$ cat src/mem_macros.svh
`ifndef MEM_MACROS_SVH
`define MEM_MACROS_SVH

// ----------------------------------------
// Memory geometry
// ----------------------------------------

// Word address into one SRAM
`define MEM_ADDR_W 10

// One machine word
`define MEM_DATA_W 32

// Words per SRAM, 2**MEM_ADDR_W
`define MEM_DEPTH 1024

`endif
$ cat src/mem_pkg.sv
`default_nettype none

package mem_pkg;

	// ----------------------------------------
	// Core side operation
	// ----------------------------------------
	typedef enum logic {
		MEM_READ  = 1'b0,
		MEM_WRITE = 1'b1
	} mem_op_e;

	// Destination memory of an image word
	typedef enum logic {
		TARGET_IMEM = 1'b0,
		TARGET_DMEM = 1'b1
	} load_target_e;

	// Boot phase
	typedef enum logic {
		BOOT_LOAD = 1'b0,
		BOOT_RUN  = 1'b1
	} boot_state_e;

endpackage

`default_nettype wire

$ cat src/sram_port.sv
`default_nettype none
`timescale 1ns/100ps

`include "mem_macros.svh"

module sram_port (
	input  wire                         tb_CLK,
	input  wire                         rst,
	input  wire                         run,

	// Boot loader write
	input  wire                         ld_we,
	input  wire  [`MEM_ADDR_W-1:0]      ld_addr,
	input  wire  [`MEM_DATA_W-1:0]      ld_data,

	// Core request and response
	input  wire                         req,
	input  mem_pkg::mem_op_e            op,
	input  wire  [`MEM_ADDR_W-1:0]      addr,
	input  wire  [`MEM_DATA_W-1:0]      wdata,
	output logic                        rvalid,
	output logic [`MEM_DATA_W-1:0]      rdata,

	// SRAM side, strobes active low
	output logic                        csb,
	output logic                        web,
	output logic [`MEM_ADDR_W-1:0]      sram_addr,
	output logic [`MEM_DATA_W-1:0]      sram_din,
	input  wire  [`MEM_DATA_W-1:0]      sram_dout
);

	// ----------------------------------------
	// Request stage
	// ----------------------------------------
	always_comb begin
		if (run) begin
			csb       = ~req;
			web       = (op != mem_pkg::MEM_WRITE);
			sram_addr = addr;
			sram_din  = wdata;
		end else begin
			// Loader owns the SRAM, core requests fall on the floor
			csb       = ~ld_we;
			web       = 1'b0;
			sram_addr = ld_addr;
			sram_din  = ld_data;
		end
	end

	// ----------------------------------------
	// Response stage
	// ----------------------------------------
	always_ff @(posedge tb_CLK) begin
		if (rst) begin
			rvalid <= 1'b0;
		end else begin
			rvalid <= run && req;
		end
	end

	// SRAM output is already registered
	assign rdata = sram_dout;

endmodule

`default_nettype wire

$ cat config.mk
export PLATFORM = sky130hd
export DESIGN_NAME = sram_port
export DESIGN_NICKNAME = d
export VERILOG_FILES = /design/src/mem_pkg.sv /design/src/sram_port.sv
export VERILOG_INCLUDE_DIRS = /design/src
export SDC_FILE = /design/constraint.sdc
export NUM_CORES = 1
export LEC_CHECK = 0
export ABC_AREA = 0
export BUFFER_PORTS_ARGS = -buffer_cell sky130_fd_sc_hd__buf_2
export CAP_MARGIN = 20
export CORE_AREA = 5 5 74 76
export CTS_CLUSTER_DIAMETER = 50
export CTS_CLUSTER_SIZE = 40
export DETAILED_ROUTE_END_ITERATION = 12
export DIE_AREA = 0 0 79 81
export HOLD_SLACK_MARGIN = 0.08
export PLACE_DENSITY = 0.81
export SYNTH_ARGS = -nofsm -noshare
export SYNTH_HDL_FRONTEND = slang
export SYNTH_SLANG_ARGS = --single-unit
$ cat constraint.sdc
create_clock -name tb_CLK -period 1 [get_ports tb_CLK]
set_input_delay 0.05 -clock tb_CLK [delete_from_list [all_inputs] [get_ports tb_CLK]]
set_output_delay 0.05 -clock tb_CLK [all_outputs]
set_load 0.02 [all_outputs]
### Word level (Yosys, flattened, before mapping)

Cells that the tools add are included.
W data, S select, Z words.

* register bits: 1
* bits in latches: 0
* memory bits (writable): 0
* memory bits (read-only): 0
* bits of input ports: 122
* logic and storage cells: 9
* memories kept: 0

* $add $sub $neg: 0
* multipliers: 0
* div/mod/pow operators: 0
* $lt $le $gt $ge: 0
* equal/unequal tests: 0
* shift-type cells: 0
* mux-type cells: 4
* bitwise operators: 3
* reductions and logical operators: 1

Operators by type and width (count)
* $mux W32: 1
* $mux W10: 1
* $not A1 Y1: 3
* $mux W1: 2
* $logic_and A1 B1 Y1: 1

### Longest topological paths before layout

* word-level depth: 2
* gate-level depth with buffers: 3

### Least setup slack after synthesis

OpenSTA, ideal clock, no wires.

* path kind: input -> output
* start: input run
* end: output csb
* arrival: 0.769 ns
* slack: 0.181 ns
* stages on the path: 3
* path buffers: 2
* cell sequence: buf_6 > buf_8 > mux2i_1

* word-level cells in the longest chain between the ends: 1

RTL lines
* start: declaration: RTL line sram_port.sv:9 `input wire run,`
* $mux W1: RTL line sram_port.sv:36 `if (run) begin`
* end: declaration: RTL line sram_port.sv:25 `output logic csb,`

No other way between the ends.

### Worst setup path after layout

* start: input run
* end: output sram_addr[9]

* word-level cells in the longest chain between the ends: 1

RTL lines
* $mux W10: RTL line sram_port.sv:36
* end: declaration: RTL line sram_port.sv:27 `` output logic [`MEM_ADDR_W-1:0] sram_addr, ``

No other way between the ends.

==> results.sh <==
export IMPL_topRoutingLayerUsed="met3"
export IMPL_die_height_um=81
export IMPL_drc=0
export IMPL_synth_edf_count=0
export IMPL_rsz0062_at_grt="no"
export IMPL_dieArea_um2=6399
export IMPL_grt_max_degree=24
export IMPL_timing_fmax_mhz=1038
export IMPL_start_util=0.2110
export IMPL_wl_per_cell_um=13.78
export IMPL_register_area_um2=20.02
export IMPL_critPathKind="input port to primary output"
export IMPL_drt_met1_wl_um=1059
export IMPL_yosys_top_cells_count="mux2_4 (37), buf_4 (32), mux2_2 (5)"
export IMPL_netlist_area_leader_share=0.5649
export IMPL_dp_hpwl_um=2956
export IMPL_finalCritPeriodShare=0.9636
export IMPL_drive_gt1_frac=0.9780
export IMPL_max_cap_viol_count=0
export IMPL_drt_pass1_iterations=4
export IMPL_grt_total_usage=0.08005
export IMPL_finalMaxSlewViolations=0
export IMPL_multi_input_comb_area_um2=640.6
export IMPL_setup_tns_ns=0
export IMPL_io_buffers=134
export IMPL_irDropWorstVdd_v=0.0002362
export IMPL_place_congestion=0.6088
export IMPL_max_slew_margin=0.8913
export IMPL_status="completed"
export IMPL_wl_met2_um=1745
export IMPL_nNetsFinal=306
export IMPL_synthArstFlopShare=0
export IMPL_yosys_top_cells_area="mux2_4 (56%), buf_4 (24%), buf_12 (6.1%), mux2_2 (5.7%), dfxtp_1 (2.0%)"
export IMPL_routed_wirelength_um=3253
export IMPL_synth_area_um2=983.4
export IMPL_hold_path_class="input port to primary output"
export IMPL_yosysWarningCount=0
export IMPL_ys_seq_area_frac=0.02036
export IMPL_min_period_ns=0.9636
export IMPL_ys_ff_latch=1
export IMPL_antenna_found_initial=0
export IMPL_grt_pass1_wl_um=4381
export IMPL_path_max_fanout=23
export IMPL_tightest_slew_ns=0.1630
export IMPL_synth_top_cell_by_area="mux2_4"
export IMPL_wl_met3_um=449
export IMPL_fill_cells=491
export IMPL_die_w_um=79
export IMPL_row_count=25
export IMPL_avgSynthCellArea_um2=11.85
export IMPL_place_area_um2=1435
export IMPL_cp_arrival_ns=0.91
export IMPL_synth_cell_type_count=10
export IMPL_diodes=0
export IMPL_drtIter0Drc=14
export IMPL_setup_viol=0
export IMPL_core_um2=4661
export IMPL_synth_most_common_cell="mux2_4"
export IMPL_via_per_inst=4.059
export IMPL_end_kind="primary output"
export IMPL_pin_count=199
export IMPL_drt_antenna_violating_nets=0
export IMPL_reg_top3="rvalid (1)"
export IMPL_largest_reg_flops=1
export IMPL_synth_cells=83
export IMPL_ys_flop_type="dfxtp_1"
export IMPL_vias=958
export IMPL_top_register="rvalid"
export IMPL_final_hold_violation_count=0
export IMPL_grt_pass1_vias=950
export IMPL_worstPathRequired_ns=0.95
export IMPL_design_area_um2=1439
export IMPL_overflow=0
export IMPL_powerDensity_nw_per_um2=574.3
export IMPL_cp_start_kind="input port"
export IMPL_area_growth_syn_to_layout_pct=46.31
export IMPL_synth_fp_nets=205
export IMPL_power_leakage_nw=0.8991
==> critical path, cell delays in order <==
cell and delay [ns]:
buf_2 0.14, buf_12 0.20, mux2_2 0.35, buf_2 0.16
==> report_power, final <==
part / internal, W / leakage [nW] / switching [W] / total (W)
Combinational: 0.000422 / 0.891 / 0.000362 / 0.000784
Clock: 0 / 0 / 0 / 0
Sequential: 0.0000423 / 0.00822 / 0.000000261 / 0.0000426
==> repair_timing <==
action	in CTS	in global routing
hold buffers	0	0
buffers inserted	0	0
setup endpoints to repair	0	1
gates resized for setup	0	1
==> metrics by stage <==
stage / hold WS [ns] / total power [W] / setup slack [ns] / cells / util
2_1_floorplan: 0.1781 / 0.0007236 / 0.1809 / 83 / -
3_3_place_gp: 0.1001 / 0.0008185 / 0.05785 / 236 / 0.3079
3_5_place_dp: 0.1001 / 0.0008320 / 0.03761 / 236 / 0.3079
4_1_cts: 0.1001 / 0.0008335 / 0.03204 / 236 / 0.3079
5_1_grt: 0.1000 / 0.0008761 / 0.001728 / 236 / 0.3087
6_report: 0.1000 / 0.0008263 / 0.03639 / 236 / 0.3087
==> cell usage in the layout, fill, tap and decap left out <==
master	n
dfxtp_1	1
buf_12	2
and3b_1	1
buf_2	134
mux2_2	4
nor2b_1	1
mux2i_1	1
mux2_4	38
==> cell families (layout without fill, tap and decap cells) <==
logic type,count (synthesis),count (layout),share of synthesized area
and+or+nand+nor,2,2,0.01527
muxes,43,43,0.6323
DFF,1,1,0.02036
buffers and inverters,37,136,0.3321
==> metal layers <==
metal  vias up  track usage
met2        77       0.1566
met3         0      0.02439
met5         -            0
li1        454            -
met1       427      0.08827
met4         0     0.005155
==> worst paths after layout <==
kind	from	end	depth (start not counted)
setup / recovery	run	sram_addr[9]	4
hold / removal	sram_dout[0]	rdata[0]	0
==> area by class of cell <==
class                      instances  share of cell area
timing repair buffer             136              0.4939
multi-input combinational         45              0.4452
tap                               54             0.04696
sequential                         1             0.01391
No activity file was read; power rests on OpenSTA's default activity.
