===== src/mem_macros.svh =====
`ifndef MEM_MACROS_SVH
`define MEM_MACROS_SVH

// ----------------------------------------
// Memory geometry
// ----------------------------------------

// Word address into one SRAM
`define MEM_ADDR_W 10

// One machine word
`define MEM_DATA_W 32

// Words per SRAM, 2**MEM_ADDR_W
`define MEM_DEPTH 1024

`endif

===== src/mem_pkg.sv =====
`default_nettype none

package mem_pkg;

	// ----------------------------------------
	// Core side operation
	// ----------------------------------------
	typedef enum logic {
		MEM_READ  = 1'b0,
		MEM_WRITE = 1'b1
	} mem_op_e;

	// Destination memory of an image word
	typedef enum logic {
		TARGET_IMEM = 1'b0,
		TARGET_DMEM = 1'b1
	} load_target_e;

	// Boot phase
	typedef enum logic {
		BOOT_LOAD = 1'b0,
		BOOT_RUN  = 1'b1
	} boot_state_e;

endpackage

`default_nettype wire


===== src/boot_loader.sv =====
`default_nettype none
`timescale 1ns/100ps

`include "mem_macros.svh"

module boot_loader (
	input  wire                         tb_CLK,
	input  wire                         rst,

	// Image stream
	input  wire                         load_valid,
	input  mem_pkg::load_target_e       load_target,
	input  wire  [`MEM_DATA_W-1:0]      load_data,
	input  wire                         load_done,

	// Instruction memory write request
	output logic                        i_ld_we,
	output logic [`MEM_ADDR_W-1:0]      i_ld_addr,
	output logic [`MEM_DATA_W-1:0]      i_ld_data,

	// Data memory write request
	output logic                        d_ld_we,
	output logic [`MEM_ADDR_W-1:0]      d_ld_addr,
	output logic [`MEM_DATA_W-1:0]      d_ld_data,

	output logic                        run
);

	mem_pkg::boot_state_e state;

	// Per-target request registers, indexed by load_target
	logic [1:0]                   ld_we;
	logic [`MEM_ADDR_W-1:0]       ld_addr [2];
	logic [`MEM_DATA_W-1:0]       ld_data [2];
	logic [`MEM_ADDR_W-1:0]       cnt     [2];

	logic accept;

	// Words are only taken while still loading
	assign accept = load_valid && (state == mem_pkg::BOOT_LOAD);

	// ----------------------------------------
	// Control state
	// ----------------------------------------
	always_ff @(posedge tb_CLK) begin
		if (rst) begin
			state  <= mem_pkg::BOOT_LOAD;
			run    <= 1'b0;
			ld_we  <= 2'b00;
			cnt[0] <= '0;
			cnt[1] <= '0;
		end else begin
			// One cycle behind the state, so the last word lands before
			// core traffic takes the port
			run   <= (state == mem_pkg::BOOT_RUN);
			ld_we <= 2'b00;
			if (accept) begin
				ld_we[load_target] <= 1'b1;
				cnt[load_target]   <= cnt[load_target] + 1'b1;
			end
			if (state == mem_pkg::BOOT_LOAD && load_done) begin
				state <= mem_pkg::BOOT_RUN;
			end
		end
	end

	// Address and data of the pending write
	always_ff @(posedge tb_CLK) begin
		if (accept) begin
			ld_addr[load_target] <= cnt[load_target];
			ld_data[load_target] <= load_data;
		end
	end

	// ----------------------------------------
	// Split onto the two channels
	// ----------------------------------------
	assign i_ld_we   = ld_we[mem_pkg::TARGET_IMEM];
	assign i_ld_addr = ld_addr[mem_pkg::TARGET_IMEM];
	assign i_ld_data = ld_data[mem_pkg::TARGET_IMEM];

	assign d_ld_we   = ld_we[mem_pkg::TARGET_DMEM];
	assign d_ld_addr = ld_addr[mem_pkg::TARGET_DMEM];
	assign d_ld_data = ld_data[mem_pkg::TARGET_DMEM];

endmodule

`default_nettype wire


===== config.mk =====
export PLATFORM = sky130hd
export DESIGN_NAME = boot_loader
export DESIGN_NICKNAME = d
export VERILOG_FILES = /design/src/mem_pkg.sv /design/src/boot_loader.sv
export VERILOG_INCLUDE_DIRS = /design/src
export SDC_FILE = /design/constraint.sdc
export NUM_CORES = 1
export LEC_CHECK = 0
export BUFFER_PORTS_ARGS = -buffer_cell sky130_fd_sc_hd__buf_2
export CORE_MARGIN = 2
export CORE_UTILIZATION = 48
export CTS_CLUSTER_SIZE = 28
export DETAILED_ROUTE_END_ITERATION = 12
export PLACE_DENSITY = 0.76
export SYNTH_ARGS = -nofsm -noshare
export SYNTH_HDL_FRONTEND = slang
export SYNTH_SLANG_ARGS = --single-unit

===== constraint.sdc =====
create_clock -name tb_CLK -period 8.7 [get_ports tb_CLK]
set_clock_uncertainty 0.2 [all_clocks]
set_input_delay 1.305 -clock tb_CLK [delete_from_list [all_inputs] [get_ports tb_CLK]]
set_output_delay 1.305 -clock tb_CLK [all_outputs]
set_load 0.01 [all_outputs]

**After elaboration in Yosys (flattened, before gate mapping)**

Memories as Yosys holds them, arrays and structs flattened.
Index checks and enable logic that the tools add are counted.

- Bitwise operators: 2
- Reductions and logical operators: 5
- Muxes and demuxes: 11
- Add/sub/neg operators: 1
- Magnitude comparators: 2

Operators by type and width:

| operator | count |
|---|---|
| $add A10 B1 Y10 const B | 1 |
| $mux W10 | 1 |
| $reduce_or A10 Y1 | 1 |
| $mux W1 | 9 |
| $logic_and A1 B1 Y1 | 3 |
| $lt A1 B2 Y1 const B | 1 |
| $not A1 Y1 | 2 |
| $reduce_or A2 Y1 | 1 |
| $demux W1 S1 | 1 |
| $ge A1 B1 Y1 const B | 1 |

- Memories kept: 3
- Bits of input ports: 37
- Memory bits (writable): 104
- Flip-flop bits (word level): 4
- Output and inout bits: 87
- Logic and storage cells: 27

Memory list:

| memory | depth | width | read ports | clocked after Yosys merged registers in | write ports | RTL line | text |
|---|---|---|---|---|---|---|---|
| ld_data | 2 | 32 | 2 | 0 | 1 | boot_loader.sv:34 | `` logic [`MEM_DATA_W-1:0] ld_data [2]; `` |
| cnt | 2 | 10 | 1 | 0 | 2 | boot_loader.sv:35 | `` logic [`MEM_ADDR_W-1:0] cnt [2]; `` |
| ld_addr | 2 | 10 | 2 | 0 | 1 | boot_loader.sv:33 | `` logic [`MEM_ADDR_W-1:0] ld_addr [2]; `` |

**Logic depth before layout (Yosys ltp)**

- Depth after elaboration: 7
- Mapped depth: 7
- Gate-level depth less buffers: 5

**Worst setup path after synthesis**

OpenSTA, ideal clock, no wires.

- Kind: input to register
- From: input port load_target
- To: memory cnt[0][0] (netlist bit) (enable)
- Path buffers: 1
- Path slack: 4571 ps
- Arrival: 3611 ps
- Stages: 3
- Data required time: 8182 ps
- Path through: buf_6 > nor3b_2 > or2_2

RTL lines:

| what | RTL line | text |
|---|---|---|
| start: declaration | boot_loader.sv:12 | `input mem_pkg::load_target_e load_target,` |
| end: declaration | boot_loader.sv:35 |  |

==> qor.yml <==
status:
  status: "complete, no violations"
cts:
  cts-resized-gates: 0
  clkTransAtPathRegs_ns: 0.09
  clock_sinks: 108
  htreeDepth: 3
  cts_buffers: 9
  hold_buffers: 0
  clockBufferDepth: 2
  cts_setup_buffers: 0
  clk_latency_ns: 0.35
  tritoncts: "done"
  root_buffer: "clkbuf_8"
floorplan:
  rows: 32
  core_um2: 7650
  die_w_um: 92.6
  ioPinCount: 124
  initial_utilization_pct: 49.3
  die_h_um: 92.6
  die_area_um2: 8570
timing:
  period_minus_slack_ns: 2.98
  final.setup.tns_ns: 0
  setup_slack_ns: 5.72
  final-setup-viol-count: 0
  tightest_slew_ns: 0.561
  hold_viol_final: 0
  slew_viol_final: 0
  fin_crit_sh_pct: 34.3
  maxSlewHeadroom_pct: 62.6
  fmax_ghz: 0.335
  rsz0062_at_grt: "false"
synthesis:
  avgSynthCellArea_um2: 20.1
  syn_inst: 187
  yosys_warnings: 0
  synth_seq_cells: 108
  synth-edff-count: 104
  ys.flop_type: "edfxtp_1"
  ys_seq_area_share_pct: 85.0
  synth_top_family_by_area: "simple AND/OR/NAND/NOR gates"
  synth_compound_area_share_pct: 1.89
  netlist-cell-type-count: 36
  yosys.area_share.simple_pct: 7.14
  async_flop_share_pct: 0
  synth_xor_area_share_pct: 1.16
  syn_area_um2: 3770
  syn_nets: 225
  synthAdderAreaFrac_pct: 0.332
  synthMuxAreaShare_pct: 2.99
cells_and_area:
  area_growth_pct: 26.3
  layout-drive-gt1-share_pct: 48.5
  antenna_cells: 0
  num-nets-final: 357
power:
  pwr_density_cell_nw_per_um2: 217
  vdd_ir_drop_max_mv: 0.121
  p_leak_uw: 0.00191
placed_design:
  gp_congestion: 0.763
  dp_hpwl_um: 4550
  place_ws_ns: 5.31
  place.port_buffers: 123
global_route:
  overflow: 0
  antenna_found_initial: 0
  grt_pass1_vias: 1966
  grt_pass1_wl_um: 9840
  grt_max_degree: 45
  grt_util_all_layers_pct: 15.5
worst_setup_path:
  crit_path_max_incr_delay_ns: 0.47
  endpoint: "cnt[0][7]"
  ff2ff_setup_slack_ns: 6.59
  regToRegStartpoint: "state"
  cp-startpoint: "load_target"
  worstPathArrival_ns: 3.01
  cp_top_family: "buffers and inverters"
  path_max_fanout: 44
  path_buf_inv: 2
  crit_type: "input port to flip-flop"
  path_depth: 6
  cp-end-kind: "flip-flop"
  r2r_cells: 5
  slowest_stage: "buf_4"
  path_cells: "buf_2 > nor3b_4 > buf_4 > nand2b_1 > a211o_1 > nand2_1"
  crit_required_ns: 8.73
  r2r_end: "cnt[0][7]"
  startpoint_type: "input port"
routing:
  wirelength_um: 6590
  drt_iter0_drc: 85
  wl_per_cell_um: 15.5
  ant_nets: 0
  vias: 2071
  drtPass1Iterations: 4
  routed_via_density: 4.86
  post-route-drc-count: 0
worst_hold_path:
  hold_path_class: "flip-flop to flip-flop"
run:
  cap_violations: 0
-- registers in the layout, indices dropped and copies added (netlist names) --
| name | flops |
|---|---|
| state | 1 |
| ld_addr | 20 |
| ld_we | 2 |
| run | 1 |
| ld_data | 64 |
| cnt | 20 |
-- layout make-up --
class                           count  area [µm²]
Multi-Input combinational cell     68         515
Tap cell                          102         128
Sequential cell                   108        3200
Clock buffer                        9         124
Clock inverter                      7         130
Timing Repair Buffer              125         631
Inverter                            7        26.3
Fill cell                         562        2890
-- power by group --
group	internal (µW)	leakage (µW)	total [µW]	switching, µW
clock	197	0.000128	361	165
sequential	596	0.00103	604	7.15
combinational	24.8	0.000755	65.3	40.5
total	818	0.00191	1030	212
-- worst min-delay path by stage --
stage	slack (ns)	cells past startpoint	end	from
after floorplan	0.28	1	run	state
after global placement	0.32	1	run	state
after detailed placement	0.32	1	run	state
after CTS	0.34	1	run	state
after global routing	0.36	1	run	state
final	0.33	1	run	state
-- layout by cell type (no fill, tap or decap), drive strengths merged, types with 4 or more instances in the layout --
| cell | instances |
|---|---|
| nand3 | 4 |
| nor2 | 16 |
| xnor2 | 4 |
| nand2 | 4 |
| dfxtp | 4 |
| buf | 125 |
| edfxtp | 104 |
| mux2 | 7 |
| clkbuf | 9 |
| inv | 9 |
-- synth_stat cells (all sizes together) (4+ instances only) --
cell	instances	area [µm²]
dfxtp	4	80.1
nor2	16	60.1
nand3	4	20.0
inv	7	26.3
xnor2	4	35.0
mux2	7	82.6
nand2	4	15.0
edfxtp	104	3120
buf	4	28.8
-- through the flow --
step | instance area [µm²] | util (%) | power (µW) | hold slack, ns | instances
2_1_floorplan | 3770 | - | 649 | 0.276 | 187
3_3_place_gp | 4500 | 58.9 | 680 | 0.315 | 410
3_5_place_dp | 4500 | 58.9 | 682 | 0.325 | 410
4_1_cts | 4760 | 62.2 | 1040 | 0.337 | 426
5_1_grt | 4760 | 62.2 | 1070 | 0.365 | 426
6_report | 4760 | 62.2 | 1030 | 0.335 | 426
-- routing by layer --
| metal | track usage (%) | wire length (µm) | vias to the layer above |
|---|---|---|---|
| met5 | 0 | 0 | - |
| met4 | 7.21 | 102 | 0 |
| met3 | 3.99 | 451 | 10 |
| met2 | 25.1 | 3240 | 88 |
| met1 | 19.8 | 2790 | 1003 |
| li1 | - | - | 970 |
-- cells by family (layout without fill, tap and decap cells) --
| kind of cell | count (synthesis) | in the layout |
|---|---|---|
| AOI/OAI and AO/OA | 7 | 7 |
| xor gates and xnor gates | 5 | 5 |
| adders and majority gates | 1 | 1 |
| buffers and inverters | 11 | 148 |
| DFF | 108 | 108 |
| muxes | 10 | 10 |
| and+or+nand+nor | 45 | 45 |
Power figures use the tool's default switching activity.
